==> src/design/sifhPkg.sv <==
package sifhPkg;

    // timestamp from the TDC, one per wrEn cycle
    localparam int Np = 10;

    // histogram count width
    localparam int peakMax = 8;

    // top timestamp bits pick the bin
    localparam int binBits = 5;
    localparam int BIN_NUM = 2 ** binBits;

    // pixels sharing one histogram RAM
    localparam int pixelBits = 2;
    localparam int PIXEL_NUM_PER_RAM = 2 ** pixelBits;

    // frame order is pixel, then acquisition, then timestamp
    localparam int ACQ_NUM = 4;
    localparam int DATA_NUM = 2;

    // 8 samples per pixel, so an 8-bit count never overflows
    localparam int SAMPLES_PER_PIXEL = ACQ_NUM * DATA_NUM;
    localparam int SAMPLES_PER_FRAME = PIXEL_NUM_PER_RAM * SAMPLES_PER_PIXEL;

    // one word per bin per pixel
    localparam int Nb = pixelBits + binBits;

    // histogram RAM address
    // flat view for the linear scan sweep
    // split view for composing and reporting pixel and bin
    typedef union packed {
        logic [Nb-1:0] flat;
        struct packed {
            logic [pixelBits-1:0] pixel;
            logic [binBits-1:0]   bin;
        } fields;
    } histAddrT;

endpackage

==> src/design/histUpdateFsm.sv <==
`timescale 1ns/1ps

module histUpdateFsm (
    input  logic                        clk,
    input  logic                        rstN,
    input  logic                        wrEn,
    input  logic [sifhPkg::Np-1:0]      data,
    input  logic [sifhPkg::peakMax-1:0] counts,
    input  logic                        scanBusy,
    output sifhPkg::histAddrT           raddr,
    output sifhPkg::histAddrT           waddr,
    output logic                        rEnable,
    output logic                        wEnable,
    output logic [sifhPkg::peakMax-1:0] newCounts,
    output logic                        frameDone,
    output logic                        busy
);
    import sifhPkg::*;

    // position of the incoming sample inside the frame
    logic [$clog2(DATA_NUM)-1:0] dataCnt;
    logic [$clog2(ACQ_NUM)-1:0]  acqCnt;
    logic [pixelBits-1:0]        pixelCnt;

    logic accept;
    logic lastSample;
    // frame fully written, waiting for the scanner to take over
    logic pendingScan;

    // write-stage sample reads the word the previous write just updated
    logic               fwdHit;
    logic [peakMax-1:0] fwdCount;

    // input is dropped while a scan is pending or running
    assign busy   = pendingScan | scanBusy;
    assign accept = wrEn & ~busy;

    assign lastSample = (int'(pixelCnt) == PIXEL_NUM_PER_RAM - 1) &&
                        (int'(acqCnt) == ACQ_NUM - 1) &&
                        (int'(dataCnt) == DATA_NUM - 1);

    // read stage, issued on the accepting edge
    always_comb begin
        raddr.fields.pixel = pixelCnt;
        raddr.fields.bin   = data[Np-1 -: binBits];
    end
    assign rEnable = accept;

    // write stage, old count or forwarded count plus one
    assign newCounts = (fwdHit ? fwdCount : counts) + peakMax'(1);

    // frame position counters
    always_ff @(posedge clk) begin
        if (!rstN) begin
            dataCnt  <= '0;
            acqCnt   <= '0;
            pixelCnt <= '0;
        end else if (accept) begin
            if (int'(dataCnt) == DATA_NUM - 1) begin
                dataCnt <= '0;
                if (int'(acqCnt) == ACQ_NUM - 1) begin
                    acqCnt <= '0;
                    // wraps to pixel 0 after the last pixel
                    pixelCnt <= pixelCnt + 1'b1;
                end else begin
                    acqCnt <= acqCnt + 1'b1;
                end
            end else begin
                dataCnt <= dataCnt + 1'b1;
            end
        end
    end

    // pipeline control and frame handoff
    always_ff @(posedge clk) begin
        if (!rstN) begin
            wEnable     <= 1'b0;
            frameDone   <= 1'b0;
            pendingScan <= 1'b0;
        end else begin
            wEnable   <= accept;
            // coincides with the write of sample 32
            frameDone <= accept & lastSample;
            if (accept && lastSample) begin
                pendingScan <= 1'b1;
            end else if (frameDone) begin
                // scanBusy holds busy from the next cycle on
                pendingScan <= 1'b0;
            end
        end
    end

    // write-stage payload
    always_ff @(posedge clk) begin
        if (accept) begin
            waddr    <= raddr;
            // RAM returns the pre-write value on a same-edge collision
            fwdHit   <= wEnable && (raddr.flat == waddr.flat);
            fwdCount <= newCounts;
        end
    end

endmodule

==> src/design/histRam.sv <==
`timescale 1ns/1ps

module histRam (
    input  logic                        clk,
    input  sifhPkg::histAddrT           raddr,
    input  logic                        rEnable,
    input  sifhPkg::histAddrT           waddr,
    input  logic                        wEnable,
    input  logic [sifhPkg::peakMax-1:0] newCounts,
    input  sifhPkg::histAddrT           scanAddr,
    input  logic                        scanEn,
    output logic [sifhPkg::peakMax-1:0] counts,
    output logic [sifhPkg::peakMax-1:0] scanCounts
);
    import sifhPkg::*;

    // one word per bin of every pixel
    logic [peakMax-1:0] mem [PIXEL_NUM_PER_RAM * BIN_NUM];

    // empty histograms at power-up
    initial begin
        for (int i = 0; i < PIXEL_NUM_PER_RAM * BIN_NUM; i++) begin
            mem[i] = '0;
        end
    end

    always_ff @(posedge clk) begin
        // update port read, old data on a same-address write
        if (rEnable) begin
            counts <= mem[raddr.flat];
        end
        // scan port read
        if (scanEn) begin
            scanCounts <= mem[scanAddr.flat];
        end
        // update and scan never overlap since busy blocks input
        if (wEnable) begin
            mem[waddr.flat] <= newCounts;
        end else if (scanEn) begin
            // read-and-clear for the next frame
            mem[scanAddr.flat] <= '0;
        end
    end

endmodule

==> src/design/peakScan.sv <==
`timescale 1ns/1ps

module peakScan (
    input  logic                          clk,
    input  logic                          rstN,
    input  logic                          frameDone,
    input  logic [sifhPkg::peakMax-1:0]   scanCounts,
    output sifhPkg::histAddrT             scanAddr,
    output logic                          scanEn,
    output logic                          scanBusy,
    output logic                          peakValid,
    output logic [sifhPkg::pixelBits-1:0] peakPixel,
    output logic [sifhPkg::binBits-1:0]   peakBin,
    output logic [sifhPkg::peakMax-1:0]   peakCount
);
    import sifhPkg::*;

    // address of the word now on scanCounts
    histAddrT dataAddr;
    logic     dataValid;

    // running peak of the current pixel
    logic [peakMax-1:0] maxCount;
    logic [binBits-1:0] maxBin;

    logic               takeNew;
    logic               pixelEnd;
    logic [peakMax-1:0] bestCount;
    logic [binBits-1:0] bestBin;

    // bin 0 restarts the pixel, strict compare keeps the lowest bin on ties
    assign takeNew   = (dataAddr.fields.bin == '0) || (scanCounts > maxCount);
    assign bestCount = takeNew ? scanCounts : maxCount;
    assign bestBin   = takeNew ? dataAddr.fields.bin : maxBin;
    assign pixelEnd  = dataValid && (int'(dataAddr.fields.bin) == BIN_NUM - 1);

    always_ff @(posedge clk) begin
        if (!rstN) begin
            scanAddr  <= '0;
            scanEn    <= 1'b0;
            scanBusy  <= 1'b0;
            dataValid <= 1'b0;
            peakValid <= 1'b0;
        end else begin
            dataValid <= scanEn;
            peakValid <= pixelEnd;
            if (frameDone) begin
                // sweep starts next cycle from word 0
                scanAddr <= '0;
                scanEn   <= 1'b1;
                scanBusy <= 1'b1;
            end else begin
                if (scanEn) begin
                    scanAddr.flat <= scanAddr.flat + 1'b1;
                    // last word issued
                    if (int'(scanAddr.flat) == PIXEL_NUM_PER_RAM * BIN_NUM - 1) begin
                        scanEn <= 1'b0;
                    end
                end
                // drop after the last pixel has been reported
                if (peakValid && int'(peakPixel) == PIXEL_NUM_PER_RAM - 1) begin
                    scanBusy <= 1'b0;
                end
            end
        end
    end

    // peak tracking and result registers
    always_ff @(posedge clk) begin
        dataAddr <= scanAddr;
        if (dataValid) begin
            maxCount <= bestCount;
            maxBin   <= bestBin;
        end
        if (pixelEnd) begin
            peakPixel <= dataAddr.fields.pixel;
            peakBin   <= bestBin;
            peakCount <= bestCount;
        end
    end

endmodule

==> src/design/sifhTop.sv <==
`timescale 1ns/1ps

module sifhTop (
    input  logic                          clk,
    input  logic                          rstN,
    input  logic                          wrEn,
    input  logic [sifhPkg::Np-1:0]        data,
    output logic                          busy,
    output logic                          peakValid,
    output logic [sifhPkg::pixelBits-1:0] peakPixel,
    output logic [sifhPkg::binBits-1:0]   peakBin,
    output logic [sifhPkg::peakMax-1:0]   peakCount
);
    import sifhPkg::*;

    // update port
    histAddrT           raddr;
    histAddrT           waddr;
    logic               rEnable;
    logic               wEnable;
    logic [peakMax-1:0] counts;
    logic [peakMax-1:0] newCounts;

    // scan port
    histAddrT           scanAddr;
    logic               scanEn;
    logic [peakMax-1:0] scanCounts;

    // frame handoff
    logic frameDone;
    logic scanBusy;

    histUpdateFsm u_histUpdateFsm (
        .clk       (clk),
        .rstN      (rstN),
        .wrEn      (wrEn),
        .data      (data),
        .counts    (counts),
        .scanBusy  (scanBusy),
        .raddr     (raddr),
        .waddr     (waddr),
        .rEnable   (rEnable),
        .wEnable   (wEnable),
        .newCounts (newCounts),
        .frameDone (frameDone),
        .busy      (busy)
    );

    histRam u_histRam (
        .clk        (clk),
        .raddr      (raddr),
        .rEnable    (rEnable),
        .waddr      (waddr),
        .wEnable    (wEnable),
        .newCounts  (newCounts),
        .scanAddr   (scanAddr),
        .scanEn     (scanEn),
        .counts     (counts),
        .scanCounts (scanCounts)
    );

    peakScan u_peakScan (
        .clk        (clk),
        .rstN       (rstN),
        .frameDone  (frameDone),
        .scanCounts (scanCounts),
        .scanAddr   (scanAddr),
        .scanEn     (scanEn),
        .scanBusy   (scanBusy),
        .peakValid  (peakValid),
        .peakPixel  (peakPixel),
        .peakBin    (peakBin),
        .peakCount  (peakCount)
    );

endmodule

==> config.mk <==
export PLATFORM = sky130hd
export DESIGN_NAME = sifhTop
export DESIGN_NICKNAME = d
export VERILOG_FILES = /design/src/design/sifhPkg.sv /design/src/design/histUpdateFsm.sv /design/src/design/histRam.sv /design/src/design/peakScan.sv /design/src/design/sifhTop.sv
export SDC_FILE = /design/constraint.sdc
export NUM_CORES = 2
export LEC_CHECK = 0
export CORE_UTILIZATION = 45
export DETAILED_ROUTE_END_ITERATION = 16
export DONT_BUFFER_PORTS = 1
export GPL_TIMING_DRIVEN = 0
export HOLD_SLACK_MARGIN = 0.03
export MAX_ROUTING_LAYER = met4
export PLACE_DENSITY = 0.67
export SETUP_SLACK_MARGIN = 0.05
export SYNTH_ARGS = -nofsm -noshare
export SYNTH_HDL_FRONTEND = slang
export SYNTH_SLANG_ARGS = --single-unit
==> constraint.sdc <==
create_clock -name clk -period 6 [get_ports clk]
set_clock_uncertainty 0.2 [all_clocks]
set_input_delay 0.6 -clock clk [delete_from_list [all_inputs] [get_ports clk]]
set_output_delay 0.6 -clock clk [all_outputs]
set_load 0.03 [all_outputs]
# After elaboration in Yosys (flattened, before gate mapping)
# Memory sizes are Yosys's and may differ from the RTL's. A register that Yosys moved wholly into a read port is not among the register bits.
# Index checks and enable logic that the tools add are counted.
# word_totals
register_bits,70
ram_bits,1024
in_bits,13
out_inout_bits,17
memories,1
# op_classes
n_addsub,5
magnitude_cmp,1
n_eq_ne,6
mux,20
n_bitwise,5
n_reduce_logical,14
# memory_table
memory,words,word_bits,rd,rd_ports_with_merged_regs,wr,line_no,text
u_histRam.mem,128,8,2,2,1,histRam.sv:18,logic [peakMax-1:0] mem [PIXEL_NUM_PER_RAM * BIN_NUM];
# ops
cell,n
8-bit two-way mux,3
1-bit two-way mux,14
"8-bit by 1-bit adder with 8-bit output, second input constant",1
8-bit greater-than comparator,1
8-bit OR reduction,1
"7-bit by 1-bit adder with 7-bit output, second input constant",1
"7-bit by 1-bit equality test with 1-bit output, second input constant",1
7-bit equality test,1
7-bit two-way mux,1
"2-bit by 1-bit equality test with 1-bit output, second input constant",3
1-bit logical AND,6
"5-bit by 1-bit equality test with 1-bit output, second input constant",1
5-bit zero test,1
5-bit two-way mux,1
"2-bit by 1-bit adder with 2-bit output, second input constant",2
2-bit nonzero test,2
3-bit AND reduction,1
1-bit AND,2
2-bit two-way mux,1
1-bit NOT,2
2-bit AND reduction,1
2-bit OR reduction,1
"1-bit adder, second input constant",1
1-bit logical OR,1
1-bit bitwise OR,1

# Depth between registers and ports, before layout
# logic_depth
word_depth,5
depth_mapped,11
ltp_nobuf,8

# By module
# A second synthesis with hierarchy kept.
# hier_totals
hier_cells,2325
area_unflattened_um2,51215.4
# modules_own_cells
module,n_inst,cells_each,area_each_um2,seq_area_each_um2
histRam,1,2091,48191.2,31230.0
peakScan,1,135,1824.2,1201.2
histUpdateFsm,1,99,1199.9,640.6

# Least setup slack after synthesis
# No wires, ideal clock.
# synth_path
path_kind,flip-flop to flip-flop
from,register u_histUpdateFsm.fwdHit
to,"memory u_histRam.mem[0][0], data pin"
setup_time_ps,797
arrival_ps,3927
setup_slack_ps,1075
stages_incl_launch_ff,5
n_path_buf,1
synth_period_minus_slack_ps,4925
path_cell_list,edfxtp_1 > buf_1 > a21oi_1 > inv_1 > nor2_1
# synth_via
elab_chain_cells,3
# synth_rtl
item,line_no,text
from (decl),histUpdateFsm.sv:31,logic fwdHit;
from (signal assigned),histUpdateFsm.sv:98,fwdHit <= wEnable && (raddr.flat == waddr.flat);
8-bit two-way mux,histUpdateFsm.sv:50,assign newCounts = (fwdHit ? fwdCount : counts) + peakMax'(1);
8-bit by 1-bit adder with 8-bit output,histUpdateFsm.sv:50,
named net newCounts[0],sifhTop.sv:22,logic [peakMax-1:0] newCounts;
8-bit two-way mux (no source line),--,
to (decl),histRam.sv:18,
# The timed path passes the listed nets, and every way through them passes these cells.

# Worst setup path after layout
# layout_path
from,register u_peakScan.scanAddr[3] (netlist name)
to,memory u_histRam.mem[76][6] (enable)
# layout_via
elab_chain_cells,1
# layout_rtl
item,line_no,text
from (decl),peakScan.sv:8,"output sifhPkg::histAddrT scanAddr,"
7-bit two-way mux (no source line),--,
# No other way between the ends.

==> flow_summary_export.csv <==
group,metric,value,unit
min_path,min_to,"u_histUpdateFsm.pixelCnt[1]",
place,post_dp_cell_area,53400,µm²
min_path,hp-class,"primary input to flop",
clock_tree,cts-root-buf,"clkbuf_16",
finish,final_area,57200,µm²
finish,syn_to_final_growth,11.8,%
setup_path,required,6130,ps
clock_tree,worstSkewPairLatency,730,ps
clock_tree,cts.sinks,1110,
routing,postRouteAntennaNets,0,
clock_tree,cts_max_level,3,
global_route,grt_usage,36.2,%
synthesis,yosysTopAreaCell,"edfxtp_1",
sta,period_minus_slack,6480,ps
die,dieArea,115000,µm²
synthesis,synth_top_flop_cell,"edfxtp_1",
synthesis,synth-simple-area-share,4.12,%
finish,layout-drive-gt1-share,27.8,%
synthesis,yosys_register_bits,1110,
min_path,worstHoldStart,"wrEn",
setup_path,end_kind,"flop",
setup_path,critPathArrivalTime,6610,ps
die,core-area,113000,µm²
setup_path,r2r_start,"u_peakScan.scanAddr[3]",
routing,wl,203,mm
synthesis,synth_seq_area_share,64.6,%
synthesis,yosys_warnings,0,
die,die_w,339,µm
routing,first_iter_violations,6968,
routing,wl_per_cell,45.2,µm
setup_path,rrSetupSlack,-480,ps
die,fp.dieH,339,µm
global_route,grt_pass1_vias,31600,
routing,drt-vias-per-instance,7.44,
status,outcome,"finished with violations",
synthesis,async_reset_ff_share,0,%
sta,timing.final.crit_share,108,%
synthesis,netlist_area,51200,µm²
synthesis,synth_fa_ha_area_share,0.293,%
finish,layout_common_cells,"edfxtp_1, mux4_2, nor2_1, clkbuf_16, clkbuf_1",
sta,max-slew-margin-rel,-23.1,%
die,pin_count,30,
global_route,grt_pass1_wl,271,mm
synthesis,syn_area_per_cell,18.8,µm²
sta,tightest_slew,1850,ps
clock_tree,cts_buffers,116,
place,numPortBuffers,0,
global_route,grt_overflow,0,
finish,final_common_cell,"edfxtp_1",
job,maxCapViolations,6,
synthesis,synth_edf_count,1084,
die,initial_core_util,45.4,%
clock_tree,path_clk_slew,70,ps
clock_tree,cts_tree,"yes",
routing,vias,33400,
sta,rsz0062_at_grt,"yes",
place,dp.final_hpwl,141,mm
clock_tree,clockBufferDepth,3,
min_path,holdPathStages,3,
synthesis,synth_top_area_share,63.6,%
sta,final-setup-viol-count,601,
place,gp_congestion,1.09,
synthesis,synthCells,2730,
status,violations,"capacitance limit, slew limit, setup timing",
setup_path,path_max_fanout,10,
setup_path,r2r.worst_path.cells,7,
power_and_ir_drop,fin_total_pwr,17100,µW
synthesis,synth_area_leaders,"edfxtp_1, mux4_2, mux2i_1",
synthesis,synth_mux_area_share,25.1,%
power_and_ir_drop,leakage,0.0173,µW
setup_path,critPathLaunchType,"flop",
routing,firstDrtPassIters,8,
sta,worst_slack,-476,ps
sta,max_freq,154,MHz
sta,slew_violations,45,
global_route,antenna_found_initial,13,
synthesis,synth_compound_area_share,3.55,%
global_route,grt_max_degree,89,
routing,post-route-drc-count,0,
synthesis,synth_top_family_by_area,"multiplexers",
die,rows,123,
finish,final_cells,4491,
synthesis,ys_types,53,
place,dp_cells,4242,
synthesis,synthXorXnorAreaFrac,0.342,%
setup_path,path_class,"flop to flop",
finish,final_nets,2893,
synthesis,syn-num-nets,2755,
sta,hold_viol_final,0,
power_and_ir_drop,power.density,298,nW/µm²
setup_path,r2r_end,"u_histRam.mem[76][6]",
power_and_ir_drop,peakVddDrop,0.256,mV
logic make-up (layout without fill, tap and decap cells):
| kind of cell | count (synthesis) | count (layout) |
|---|---|---|
| buf+inv | 216 | 453 |
| compound gates | 266 | 266 |
| flops | 1110 | 1110 |
| fa+ha+maj | 12 | 12 |
| mux | 642 | 642 |
| xor+xnor | 20 | 20 |
| simple gates | 464 | 464 |
| other cells | 0 | 24 |
layout make-up:
type	count	area, µm²
well taps	1500	1880
clock inverters	68	592
multi-input cells	1404	17200
plain buffers	203	977
fillers	9061	55400
inverters	13	48.8
repair buffers	20	353
flip-flops and latches	1110	33100
diodes	24	60.1
clock buffers	149	3090
cell usage after synthesis (all sizes together) (14+ instances only):
cell / n
edfxtp: 1084
mux4: 512
nor2: 194
nand2: 113
mux2i: 112
buf: 110
clkbuf: 93
o22ai: 62
o21ai: 34
o211ai: 33
a21oi: 29
a211oi: 27
dfxtp: 26
nor2b: 21
a22oi: 20
nand3: 20
nor4: 19
and2: 18
mux2: 18
or3: 16
nor3: 15
a2111oi: 14
nand4: 14
sequential cells by signal, summed over array words and instances (netlist names), 2 cells and up:
name,count
u_peakScan.scanAddr,7
u_histUpdateFsm.pixelCnt,2
u_histRam.mem,1024
u_peakScan.maxBin,5
u_histUpdateFsm.waddr,7
u_peakScan.peakCount,8
u_histRam.counts,8
u_histUpdateFsm.fwdCount,8
u_histUpdateFsm.acqCnt,2
u_histRam.scanCounts,8
u_peakScan.peakPixel,2
u_peakScan.peakBin,5
u_peakScan.dataAddr,7
u_peakScan.maxCount,8
power breakdown:
| group | internal [µW] | leakage, µW | switching (µW) | total [µW] |
|---|---|---|---|---|
| clock network | 4050 | 0.00180 | 3130 | 7180 |
| registers | 8790 | 0.00996 | 16.9 | 8810 |
| logic | 295 | 0.00554 | 792 | 1090 |
per-layer routing:
metal	share of wire [%]	GRT usage, %	wire, µm
met2	42	48.9	85300
met5	0	-	0
met3	16	16.0	33400
met1	34	44.4	68900
met4	7.6	22.2	15300
through the flow:
stage	TNS [ps]	hold WS (ps)	worst slack (ps)	util (%)
finish	-115320	42.1	-476	50.8
global route	-51.4	55.5	-14.5	50.8
CTS	0	32.8	54.4	50.7
detailed placement	0	195	125	47.4
global placement	-410500	194	-2620	47.1
floorplan	0	126	1080	-
how the worst max path moves through the flow:
| stage | start | end | slack [ps] |
|---|---|---|---|
| 5_1_grt | u_peakScan.scanAddr[3] | u_histRam.mem[77][6] | -10 |
| 6_report | u_peakScan.scanAddr[3] | u_histRam.mem[76][6] | -480 |
| 3_5_place_dp | u_peakScan.scanAddr[3] | u_histRam.mem[72][5] | 120 |
| 3_3_place_gp | u_peakScan.scanEn | u_histRam.mem[102][0] | -2620 |
| 4_1_cts | u_peakScan.scanAddr[3] | u_histRam.mem[72][7] | 50 |
| 2_1_floorplan | u_histUpdateFsm.fwdHit | u_histRam.mem[0][0] | 1080 |
what timing repair did:
action	4_1_cts	5_1_grt
gates resized for setup	0	3
buffers inserted	0	0
hold buffers	7	0
endpoints found under the setup margin	0	13
hold endpoints to repair	9	0
critical path: stages (launching register included):
cell      delay, ps
dfxtp_1         440
buf_2           280
clkbuf_1        850
buf_1           880
nand2b_1        670
o21ai_0        1160
nand2_1         520
nor2_1         1040
(Power assumes the default switching activity.)
